File: config.mk
export PLATFORM = sky130hd
export DESIGN_NAME = mipsCore
export DESIGN_NICKNAME = d
export VERILOG_FILES = /design/src/verilog/mipsPkg.sv /design/src/verilog/mipsCore.sv /design/src/verilog/pipeReg.sv /design/src/verilog/hazardUnit.sv /design/src/verilog/alu.sv /design/src/verilog/regFile.sv /design/src/verilog/instrDecoder.sv
export SDC_FILE = /design/constraint.sdc
export NUM_CORES = 2
export LEC_CHECK = 0
export ABC_AREA = 1
export ABC_CLOCK_PERIOD_IN_PS = 5680
export BUFFER_PORTS_ARGS = -buffer_cell sky130_fd_sc_hd__buf_2
export CAP_MARGIN = 20
export CELL_PAD_IN_SITES_DETAIL_PLACEMENT = 0
export CELL_PAD_IN_SITES_GLOBAL_PLACEMENT = 1
export CORE_MARGIN = 3
export CORE_UTILIZATION = 40
export DETAILED_ROUTE_END_ITERATION = 8
export GPL_TIMING_DRIVEN = 1
export HOLD_SLACK_MARGIN = 0.02
export MAX_ROUTING_LAYER = met4
export PLACE_DENSITY_LB_ADDON = 0.1
export SLEW_MARGIN = 20
export SYNTH_ARGS = -nofsm -noshare
export SYNTH_HDL_FRONTEND = slang
export SYNTH_SLANG_ARGS = --single-unit
File: constraint.sdc
create_clock -name clk -period 5.68 [get_ports clk]
set_clock_uncertainty 0.15 [all_clocks]
set_input_delay 1.136 -clock clk [delete_from_list [all_inputs] [get_ports clk]]
set_output_delay 1.136 -clock clk [all_outputs]
set_load 0.005 [all_outputs]
File: src/verilog/mipsPkg.sv
`default_nettype none

package mipsPkg;

    typedef logic [31:0] dataT;
    typedef logic [4:0]  regIdxT;

    typedef enum logic [2:0] {
        AluAdd,
        AluSub,
        AluAnd,
        AluOr,
        AluSlt,
        AluLui
    } aluOpT;

    // where an execute operand comes from
    typedef enum logic [1:0] {
        FwdReg,
        FwdMem,
        FwdWb
    } fwdSelT;

    localparam logic [5:0] OpRtype = 6'h00;
    localparam logic [5:0] OpBeq   = 6'h04;
    localparam logic [5:0] OpAddiu = 6'h09;
    localparam logic [5:0] OpOri   = 6'h0d;
    localparam logic [5:0] OpLui   = 6'h0f;
    localparam logic [5:0] OpLw    = 6'h23;
    localparam logic [5:0] OpSw    = 6'h2b;

    localparam logic [5:0] FnAddu = 6'h21;
    localparam logic [5:0] FnSubu = 6'h23;
    localparam logic [5:0] FnAnd  = 6'h24;
    localparam logic [5:0] FnOr   = 6'h25;
    localparam logic [5:0] FnSlt  = 6'h2a;

    typedef struct packed {
        dataT instr;
        dataT pc;
    } ifIdT;

    typedef struct packed {
        dataT   pc;
        dataT   rsVal;
        dataT   rtVal;
        dataT   imm;
        regIdxT rs;
        regIdxT rt;
        regIdxT dest;
        aluOpT  aluOp;
        logic   regWrite;
        logic   memRead;
        logic   memWrite;
        logic   aluImm;
        logic   branch;
    } idExT;

    typedef struct packed {
        dataT   pc;
        dataT   aluOut;
        dataT   storeData;
        regIdxT dest;
        logic   regWrite;
        logic   memRead;
        logic   memWrite;
    } exMemT;

    typedef struct packed {
        dataT   pc;
        dataT   result; // load data or alu result
        regIdxT dest;
        logic   regWrite;
    } memWbT;

endpackage

`default_nettype wire
File: src/verilog/mipsCore.sv
`timescale 1ns/1ps
`default_nettype none

module mipsCore #(
    parameter mipsPkg::dataT ResetPc = 32'h0000_0000
) (
    input  logic            clk,
    input  logic            rst,
    input  mipsPkg::dataT   instr,
    input  mipsPkg::dataT   memRdata,
    output mipsPkg::dataT   pc,
    output mipsPkg::dataT   memAddr,
    output mipsPkg::dataT   memWdata,
    output logic            memWen,
    output logic            memRead,
    output mipsPkg::dataT   debugWbPc,
    output logic            debugWbRfWen,
    output mipsPkg::regIdxT debugWbRfWnum,
    output mipsPkg::dataT   debugWbRfWdata
);
    import mipsPkg::*;

    dataT    pcPlus4F;
    dataT    pcNext;
    logic    stallF;
    logic    stallD;
    logic    flushD;
    logic    flushE;
    ifIdT    ifIdIn;
    ifIdT    ifIdQ;
    regIdxT  rsD;
    regIdxT  rtD;
    regIdxT  destD;
    dataT    immD;
    aluOpT   aluOpD;
    logic    regWriteD;
    logic    memReadD;
    logic    memWriteD;
    logic    aluImmD;
    logic    branchD;
    dataT    rsValD;
    dataT    rtValD;
    idExT    idExIn;
    idExT    idExQ;
    fwdSelT  fwdA;
    fwdSelT  fwdB;
    dataT    opAE;
    dataT    opBE;
    dataT    srcBE;
    dataT    aluResultE;
    logic    equalE;
    logic    branchTakenE;
    dataT    branchTargetE;
    exMemT   exMemIn;
    exMemT   exMemQ;
    dataT    resultM;
    memWbT   memWbIn;
    memWbT   memWbQ;

    // fetch
    assign pcPlus4F = pc + 32'd4;
    assign pcNext   = branchTakenE ? branchTargetE : pcPlus4F;

    always_ff @(posedge clk) begin
        if (rst) begin
            pc <= ResetPc;
        end else if (!stallF) begin
            pc <= pcNext;
        end
    end

    assign ifIdIn = '{instr: instr, pc: pc};

    pipeReg #(.payloadT(ifIdT)) ifIdReg0 (
        .clk(clk), .rst(rst), .stall(stallD), .flush(flushD), .d(ifIdIn), .q(ifIdQ)
    );

    // decode
    instrDecoder instrDecoder0 (
        .instr(ifIdQ.instr), .rs(rsD), .rt(rtD), .dest(destD), .imm(immD), .aluOp(aluOpD),
        .regWrite(regWriteD), .memRead(memReadD), .memWrite(memWriteD),
        .aluImm(aluImmD), .branch(branchD)
    );

    regFile regFile0 (
        .clk(clk), .rst(rst), .raddrA(rsD), .raddrB(rtD),
        .waddr(memWbQ.dest), .wdata(memWbQ.result), .wen(memWbQ.regWrite),
        .rdataA(rsValD), .rdataB(rtValD)
    );

    assign idExIn = '{pc: ifIdQ.pc, rsVal: rsValD, rtVal: rtValD, imm: immD,
                      rs: rsD, rt: rtD, dest: destD, aluOp: aluOpD,
                      regWrite: regWriteD, memRead: memReadD, memWrite: memWriteD,
                      aluImm: aluImmD, branch: branchD};

    pipeReg #(.payloadT(idExT)) idExReg0 (
        .clk(clk), .rst(rst), .stall(1'b0), .flush(flushE), .d(idExIn), .q(idExQ)
    );

    // execute
    function automatic dataT fwdMux(fwdSelT sel, dataT regVal);
        case (sel)
            FwdMem:  return exMemQ.aluOut;
            FwdWb:   return memWbQ.result;
            default: return regVal;
        endcase
    endfunction

    always_comb begin
        opAE = fwdMux(fwdA, idExQ.rsVal);
        opBE = fwdMux(fwdB, idExQ.rtVal);
    end

    assign srcBE = idExQ.aluImm ? idExQ.imm : opBE;

    alu alu0 (.a(opAE), .b(srcBE), .op(idExQ.aluOp), .result(aluResultE), .equal(equalE));

    assign branchTakenE  = idExQ.branch && equalE; // predicted not taken
    assign branchTargetE = idExQ.pc + 32'd4 + {idExQ.imm[29:0], 2'b00};

    hazardUnit hazardUnit0 (
        .clk(clk), .rst(rst), .rsD(rsD), .rtD(rtD), .rsE(idExQ.rs), .rtE(idExQ.rt),
        .destE(idExQ.dest), .destM(exMemQ.dest), .destW(memWbQ.dest),
        .memReadE(idExQ.memRead), .regWriteM(exMemQ.regWrite), .regWriteW(memWbQ.regWrite),
        .branchTakenE(branchTakenE), .fwdA(fwdA), .fwdB(fwdB),
        .stallF(stallF), .stallD(stallD), .flushD(flushD), .flushE(flushE)
    );

    assign exMemIn = '{pc: idExQ.pc, aluOut: aluResultE, storeData: opBE, dest: idExQ.dest,
                       regWrite: idExQ.regWrite, memRead: idExQ.memRead,
                       memWrite: idExQ.memWrite};

    pipeReg #(.payloadT(exMemT)) exMemReg0 (
        .clk(clk), .rst(rst), .stall(1'b0), .flush(1'b0), .d(exMemIn), .q(exMemQ)
    );

    // memory
    assign memAddr  = exMemQ.aluOut;
    assign memWdata = exMemQ.storeData;
    assign memWen   = exMemQ.memWrite;
    assign memRead  = exMemQ.memRead;
    assign resultM  = exMemQ.memRead ? memRdata : exMemQ.aluOut;

    assign memWbIn = '{pc: exMemQ.pc, result: resultM, dest: exMemQ.dest,
                       regWrite: exMemQ.regWrite};

    pipeReg #(.payloadT(memWbT)) memWbReg0 (
        .clk(clk), .rst(rst), .stall(1'b0), .flush(1'b0), .d(memWbIn), .q(memWbQ)
    );

    // writeback trace
    assign debugWbPc      = memWbQ.pc;
    assign debugWbRfWen   = memWbQ.regWrite && (memWbQ.dest != '0);
    assign debugWbRfWnum  = memWbQ.dest;
    assign debugWbRfWdata = memWbQ.result;

    pcWordAligned: assert property (@(posedge clk) disable iff (rst) pc[1:0] == 2'b00);

endmodule

`default_nettype wire

File: src/verilog/pipeReg.sv
`timescale 1ns/1ps
`default_nettype none

module pipeReg #(
    parameter type payloadT = logic
) (
    input  logic    clk,
    input  logic    rst,
    input  logic    stall,
    input  logic    flush,
    input  payloadT d,
    output payloadT q
);

    // flush beats stall, a cleared payload is a bubble
    always_ff @(posedge clk) begin
        if (rst || flush) begin
            q <= '0;
        end else if (!stall) begin
            q <= d;
        end
    end

endmodule

`default_nettype wire

File: src/verilog/hazardUnit.sv
`timescale 1ns/1ps
`default_nettype none

module hazardUnit (
    input  logic            clk,
    input  logic            rst,
    input  mipsPkg::regIdxT rsD,
    input  mipsPkg::regIdxT rtD,
    input  mipsPkg::regIdxT rsE,
    input  mipsPkg::regIdxT rtE,
    input  mipsPkg::regIdxT destE,
    input  mipsPkg::regIdxT destM,
    input  mipsPkg::regIdxT destW,
    input  logic            memReadE,
    input  logic            regWriteM,
    input  logic            regWriteW,
    input  logic            branchTakenE,
    output mipsPkg::fwdSelT fwdA,
    output mipsPkg::fwdSelT fwdB,
    output logic            stallF,
    output logic            stallD,
    output logic            flushD,
    output logic            flushE
);
    import mipsPkg::*;

    logic loadUse;

    // memory stage is younger, so it wins over writeback
    function automatic fwdSelT pickFwd(regIdxT src);
        if (regWriteM && destM != '0 && destM == src) return FwdMem;
        if (regWriteW && destW != '0 && destW == src) return FwdWb;
        return FwdReg;
    endfunction

    always_comb begin
        fwdA = pickFwd(rsE);
        fwdB = pickFwd(rtE);
    end

    assign loadUse = memReadE && destE != '0 && (destE == rsD || destE == rtD);

    assign stallF = loadUse;
    assign stallD = loadUse;
    assign flushD = branchTakenE;            // drop the two younger instructions
    assign flushE = loadUse || branchTakenE; // bubble on load-use

    noStallOnBranchFlush: assert property (@(posedge clk) disable iff (rst)
        !(stallD && flushD));

endmodule

`default_nettype wire

File: src/verilog/alu.sv
`timescale 1ns/1ps
`default_nettype none

module alu (
    input  mipsPkg::dataT  a,
    input  mipsPkg::dataT  b,
    input  mipsPkg::aluOpT op,
    output mipsPkg::dataT  result,
    output logic           equal
);
    import mipsPkg::*;

    logic lessSigned;

    assign lessSigned = $signed(a) < $signed(b);

    always_comb begin
        case (op)
            AluAdd:  result = a + b;
            AluSub:  result = a - b;
            AluAnd:  result = a & b;
            AluOr:   result = a | b;
            AluSlt:  result = {31'b0, lessSigned};
            AluLui:  result = {b[15:0], 16'h0000}; // imm into upper half
            default: result = '0;
        endcase
    end

    // beq compares the forwarded rs and rt values
    assign equal = (a == b);

endmodule

`default_nettype wire

File: src/verilog/regFile.sv
`timescale 1ns/1ps
`default_nettype none

module regFile (
    input  logic            clk,
    input  logic            rst,
    input  mipsPkg::regIdxT raddrA,
    input  mipsPkg::regIdxT raddrB,
    input  mipsPkg::regIdxT waddr,
    input  mipsPkg::dataT   wdata,
    input  logic            wen,
    output mipsPkg::dataT   rdataA,
    output mipsPkg::dataT   rdataB
);
    import mipsPkg::*;

    dataT regs [32];
    logic wrLive;

    assign wrLive = wen && (waddr != '0); // $0 is never written

    always_ff @(posedge clk) begin
        if (rst) begin
            for (int i = 0; i < 32; i++) begin
                regs[i] <= '0;
            end
        end else if (wrLive) begin
            regs[waddr] <= wdata;
        end
    end

    // write-through so decode sees the writeback value in the same cycle
    assign rdataA = (wrLive && waddr == raddrA) ? wdata : regs[raddrA];
    assign rdataB = (wrLive && waddr == raddrB) ? wdata : regs[raddrB];

    zeroRegReadsZero: assert property (@(posedge clk) disable iff (rst)
        (raddrA != '0 || rdataA == '0) && (raddrB != '0 || rdataB == '0));

endmodule

`default_nettype wire

File: src/verilog/instrDecoder.sv
`timescale 1ns/1ps
`default_nettype none

module instrDecoder (
    input  mipsPkg::dataT   instr,
    output mipsPkg::regIdxT rs,
    output mipsPkg::regIdxT rt,
    output mipsPkg::regIdxT dest,
    output mipsPkg::dataT   imm,
    output mipsPkg::aluOpT  aluOp,
    output logic            regWrite,
    output logic            memRead,
    output logic            memWrite,
    output logic            aluImm,
    output logic            branch
);
    import mipsPkg::*;

    logic [5:0] opcode;
    logic [5:0] funct;

    assign opcode = instr[31:26];
    assign funct  = instr[5:0];
    assign rs     = instr[25:21];
    assign rt     = instr[20:16];

    always_comb begin
        dest     = instr[20:16];                     // immediate forms write rt
        imm      = {{16{instr[15]}}, instr[15:0]};
        aluOp    = AluAdd;
        regWrite = 1'b0;
        memRead  = 1'b0;
        memWrite = 1'b0;
        aluImm   = 1'b0;
        branch   = 1'b0;
        case (opcode)
            OpRtype: begin
                dest     = instr[15:11];
                regWrite = 1'b1;
                case (funct)
                    FnAddu:  aluOp = AluAdd;
                    FnSubu:  aluOp = AluSub;
                    FnAnd:   aluOp = AluAnd;
                    FnOr:    aluOp = AluOr;
                    FnSlt:   aluOp = AluSlt;
                    default: regWrite = 1'b0;        // unknown funct, treat as nop
                endcase
            end
            OpAddiu: begin
                regWrite = 1'b1;
                aluImm   = 1'b1;
            end
            OpOri: begin
                imm      = {16'h0000, instr[15:0]};
                aluOp    = AluOr;
                regWrite = 1'b1;
                aluImm   = 1'b1;
            end
            OpLui: begin
                imm      = {16'h0000, instr[15:0]};
                aluOp    = AluLui;
                regWrite = 1'b1;
                aluImm   = 1'b1;
            end
            OpLw: begin
                regWrite = 1'b1;
                memRead  = 1'b1;
                aluImm   = 1'b1;
            end
            OpSw: begin
                memWrite = 1'b1;
                aluImm   = 1'b1;
            end
            OpBeq: begin
                aluOp  = AluSub;
                branch = 1'b1;
            end
            default: ;
        endcase
    end

endmodule

`default_nettype wire

# == After elaboration in Yosys (flattened, before gate mapping) ==
# Memories as Yosys holds them, arrays and structs flattened. A register that Yosys moved wholly into a read port is not among the register bits.
# Cells that the tools add are included.
# word_totals
ff_bits,342
latchBits,0
ramBits,1024
mem_bits_ro,0
inputBits,66
output_inout_bits,168
wordCells,122
memories,1
# classes
addsub,5
multipliers,0
div_mod_pow,0
n_lt_le_gt_ge,1
eq_ne,27
n_shift,0
mux,37
bitwise_logic,2
n_reduce_logical,23
# memory_table
memory,words,width,rd,rd_clocked_by_memory_dff,wr,line,text
regFile0.regs,32,32,2,2,32,regFile.sv:17,dataT regs [32];
# ops
op,n
$pmux W32 S6,1
$mux W32,4
$pmux W32 S2,2
$add A32 B3 Y32 const B,2
$add A32 B32 Y32,2
$eq A6 B6 Y1 const B,7
$and A32 B32 Y32,1
$eq A32 B32 Y1,1
$lt A32 B32 Y1,1
$or A32 B32 Y32,1
$reduce_or A32 Y1,1
$sub A32 B32 Y32,1
$eq A5 B5 Y1,6
$pmux W3 S4,2
$eq A6 B4 Y1 const B,3
$mux W1,17
$mux W2,8
$reduce_bool A5 Y1,3
$mux W5,2
$reduce_or A5 Y1,2
$logic_and A1 B1 Y1,9
$eq A3 B2 Y1 const B,2
$eq A3 B3 Y1 const B,2
$eq A6 B3 Y1 const B,1
9 further kinds,14

# == Longest topological paths before layout ==
# depth
ltp_word,15
mapped_depth,32
ltp_nobuf,29

# == Cells and area by module ==
# A second synthesis with hierarchy kept.
# unflattened
hier_cells,12448
area_unflattened_um2,86803.3
# by_module_without_submodules
mod,instances,cells_each,area_per_inst_um2
regFile,1,7253,56586.8
mipsCore,1,1235,6668.9
alu,1,1282,6399.9
pipeReg at idExReg0,1,957,6167.2
pipeReg at exMemReg0,1,659,4270.3
pipeReg at memWbReg0,1,444,2879.0
pipeReg at ifIdReg0,1,405,2671.3
instrDecoder,1,113,636.9
hazardUnit,1,100,523.0

# == Least setup slack after synthesis ==
# OpenSTA, ideal clock, no wires.
# synth_path
path_kind,flip-flop to flip-flop
start,register memWbReg0.q[3] in the netlist's numbering
end,register exMemReg0.q[68] in the netlist's numbering
setup_time_ns,0.128
arrival_time_ns,3.210
t_required_ns,5.402
slack_ns,2.193
path_stages_with_launch,26
period_less_slack_ns,3.487
cell_sequence,dfxtp_1 buf_4 inv_2 nand3_1 nand2_2 nor3_1 nand3_1 a21oi_2 buf_2 nand2_1 o221ai_1 inv_2 ha_1 fa_1 nand3_1 nand3_1 nand2_1 nand2_1 nand2_1 nand2_1 nand2_1 nand3_1 nand3_1 nand2_1 nor2_1 nor2_1
# synth_between
elab_chain_cells,12
elab_cells_between_ends,28
classes_between,add/sub (2); eq/ne (6); mux (14); bitwise (2); reduce/logical (4)
# synth_rtl
item,line,text
start: declaration,pipeReg.sv:12,output payloadT q
start signal: assignment,pipeReg.sv:18,q <= '0;
start signal: assignment,pipeReg.sv:20,q <= d;
$reduce_bool A5 Y1,hazardUnit.sv:32,if (regWriteW && destW != '0 && destW == src) return FwdWb;
$logic_and A1 B1 Y1 (2 in a row),hazardUnit.sv:32,
$mux W1 (2 in a row),hazardUnit.sv:32,
$mux W2,hazardUnit.sv:33,return FwdReg;
$mux W2,hazardUnit.sv:32,
$eq A2 B2 Y1 / $eq A2 B1 Y1 (equally long branches),mipsCore.sv:102,case (sel)
$pmux W32 S2,mipsCore.sv:102,
$mux W32,mipsCore.sv:114,assign srcBE = idExQ.aluImm ? idExQ.imm : opBE;
"$sub A32 B32 Y32, or another cell as far along",alu.sv:20,AluSub: result = a - b;
$pmux W32 S6 *,alu.sv:18,case (op)
end signal: assignment,pipeReg.sv:18,
end signal: assignment,pipeReg.sv:20,
end: declaration,pipeReg.sv:12,
# Every way passes the cells marked *; elsewhere a longest branch is shown, timed or not. The select of a mux whose other input is x is not followed.
# A chain may end at the register's enable or synchronous reset.

# == Final worst setup path ==
# layout_path
start,register memWbReg0.q[3] in the netlist's numbering
end,register idExReg0.q[65] (netlist name)
# layout_between
elab_chain_cells,14
elab_cells_between_ends,27
classes_between,eq/ne (7); mux (13); reduce/logical (7)
# layout_rtl
item,line,text
$reduce_bool A5 Y1,hazardUnit.sv:32,
$logic_and A1 B1 Y1 (2 in a row),hazardUnit.sv:32,
$mux W1 (2 in a row),hazardUnit.sv:32,
$mux W2,hazardUnit.sv:33,
$mux W2,hazardUnit.sv:32,
$eq A2 B2 Y1 / $eq A2 B1 Y1 (equally long branches),mipsCore.sv:102,
$pmux W32 S2,mipsCore.sv:102,
$mux W32,mipsCore.sv:114,
$eq A32 B32 Y1 *,alu.sv:30,assign equal = (a == b);
$logic_and A1 B1 Y1 *,mipsCore.sv:118,assign branchTakenE = idExQ.branch && equalE;
$logic_or A1 B1 Y1 *,hazardUnit.sv:46,assign flushE = loadUse || branchTakenE;
$logic_or A1 B1 Y1 *,pipeReg.sv:17,if (rst || flush) begin
# Marked as above.

==> impl_metrics.json <==
{
  "drive_above_1_share": 0.100,
  "yosysUniqueCellTypes": 58,
  "die-area_sq_mm": 0.206,
  "vias": 73108,
  "dr.first_iter.drc_count": 8989,
  "port_buffers": 233,
  "grt_overflow": 0,
  "max-vdd-ir-drop_mv": 0.274,
  "drc": 0,
  "grt_use_met2": 0.524,
  "grtUsageMet3": 0.0523,
  "crit_type": "reg2reg",
  "syn_area_per_cell_sq_um": 8.04,
  "path_max_fanout": 65,
  "vias_per_cell": 5.79,
  "fin_crit_ps": 5280,
  "drt_wl_total_um": 356000,
  "status": "complete, no violations",
  "root_buffer": "clkbuf_16",
  "setup_slack_ps": 396,
  "maxSlewHeadroom": 0.190,
  "yosys-top-cells-area": "edfxtp_1, dfxtp_1, nand3_1",
  "cts.path.max_buffers": 3,
  "synth_cells": 10002,
  "p_leak_nw": 34.6,
  "ys_async_sr_fraction": 0,
  "finalSetupViolations": 0,
  "wl_per_cell_um": 28.2,
  "yosysSeqAreaShare": 0.484,
  "pre_cts_slack_ps": 388,
  "dpl.hpwl_um": 235000,
  "initial_core_util": 0.405,
  "cts_made_buffers": 169,
  "postCtsSetupRepairBufs": 0,
  "worst_slew_pin_slew_ps": 1220,
  "endpoint_kind": "flop",
  "ant_nets": 0,
  "rows": 163,
  "critPathArrivalTime_ps": 5880,
  "dieWidth_um": 454,
  "htree_levels": 4,
  "synth_edf_count": 1024,
  "coreArea_sq_mm": 0.199,
  "finalNonFillerCells": 12618,
  "cts_tree": "yes",
  "fillers": 19847,
  "hold_viol": 0,
  "grt_max_degree": 204,
  "rsz0062_at_grt": "false",
  "die_h_um": 454,
  "top_usage_layer": "met2",
  "tns_ps": 0,
  "yosys_warnings": 0,
  "cts.clk_slew.worst_paths_ps": 60,
  "clkLatencyLatePin_ps": 840,
  "cts_num_sinks": 1430,
  "max-cap-violations": 0,
  "cts_hold_buf": 0,
  "grt_first_pass_wirelength_um": 501000,
  "synth_top_cell_by_area": "edfxtp_1",
  "worstSetupStartpointType": "flop",
  "synth_area_sq_mm": 0.0804,
  "hold_class": "reg2reg",
  "post_cts_resized": 0,
  "grt_pass1_vias": 68389,
  "final_common_cell": "nor2_1",
  "grtUsageMet1": 0.461,
  "grtUsageTotal": 0.346,
  "gp_congestion": 1.01,
  "finalCritPeriodShare": 0.930,
  "synth.top_cell.area_share": 0.382,
  "slew_violations": 0,
  "layout_common_cells": "nor2_1, nand2_1, nand3_1",
  "area_growth_pct": 10.3,
  "total_power_mw": 27.4,
  "fmax_ghz": 0.189,
  "first_pass_iters": 7,
  "nets": 10059,
  "synth-main-ff-cell": "edfxtp_1",
  "required_ps": 6280,
  "io_pins": 234,
  "utilization": 0.447,
  "ys_seq_elements": 1430,
  "antenna_found_initial": 11,
  "dpl.cell_count": 12298,
  "power_density_mw_per_mm2": 308
}
[layout make-up]
type / instances / area (sq um) / share of cell area
well taps: 2640 / 3300 / 0.0372
diodes: 4 / 10.0 / 0.000113
flip-flops and latches: 1430 / 38900 / 0.439
multi-input cells: 6608 / 33400 / 0.376
clock buffers: 232 / 4770 / 0.0538
repair buffers: 469 / 3310 / 0.0373
clock inverters: 84 / 708 / 0.00798
inverters: 1151 / 4350 / 0.0490
[cells in the mapped netlist, types with 10 or more instances]
cell      number
nand4_1       47
o21bai_1      11
o21ai_0      666
xnor2_1       19
or2_2         22
inv_1       1086
nand3_1     1140
a21oi_1      773
buf_4         81
o21ai_2       45
o221ai_2      10
a21oi_2       24
clkbuf_1     429
o22ai_1       15
buf_1         52
o221ai_1      36
o21ai_1       73
o211ai_1     516
edfxtp_1    1024
buf_2        227
inv_2         57
nor3_1        59
nand2_1     1410
ha_1         161
buf_6         43
nor2_1      1425
dfxtp_1      406
nor2_4        12
xor2_1        43
[layer usage]
metal	wire [um]	up-vias
met5	0	-
met4	17600	0
met3	29800	733
met2	158000	3559
met1	151000	35536
li1	-	33280
[kinds of logic after synthesis]
group,share of synthesized area
AND/OR/NAND/NOR,0.219
AO/OA/AOI/OAI,0.160
buffers and inverters,0.105
flip-flops,0.484
adder cells (fa/ha/maj),0.0258
XOR/XNOR,0.00675
other,0.0000466
[critical path, cell delays in order, from the launching register on]
cell      delay, ps
dfxtp_1         510
inv_2           160
nand3_1         130
nand2_2          90
nor3_1          270
nand3_1         250
a21oi_2         160
buf_4           430
nand2_1          90
o221ai_1        130
inv_2            90
ha_1            560
nor2_4           90
nand2_1         250
nor2_4          100
nand4_4         280
nand2_4         140
nor2_8          150
buf_4           650
o21ai_0         210
a21oi_1         160
[metrics by stage]
step	cell area [sq um]	hold slack, ps
floorplan	80500	238
global placement	83200	240
detailed placement	83200	242
CTS	88700	244
global route	88700	264
finish	88700	239
[flip-flops by register name, indices dropped and copies added (netlist names)]
name and cells:
regFile0.regs 1024, exMemReg0.q 104, pc 32, idExReg0.q 136
memWbReg0.q 70, ifIdReg0.q 64
[where the power goes]
part	leakage, nW	switching, mW	internal (mW)
logic	18.0	3.38	1.13
registers	13.9	0.380	11.6
clock network	2.68	4.69	6.21
[path summary, 6_finish.rpt]
check / start / slack [ps] / to / depth (start not counted)
hold reg to reg: exMemReg0.q[84] / 240 / memWbReg0.q[50] / 2
setup / recovery: memWbReg0.q[3] / 400 / idExReg0.q[65] / 20
hold / removal: exMemReg0.q[84] / 240 / memWbReg0.q[50] / 2
setup reg to reg: memWbReg0.q[3] / 400 / idExReg0.q[65] / 20
Power figures use the tool's default switching activity.
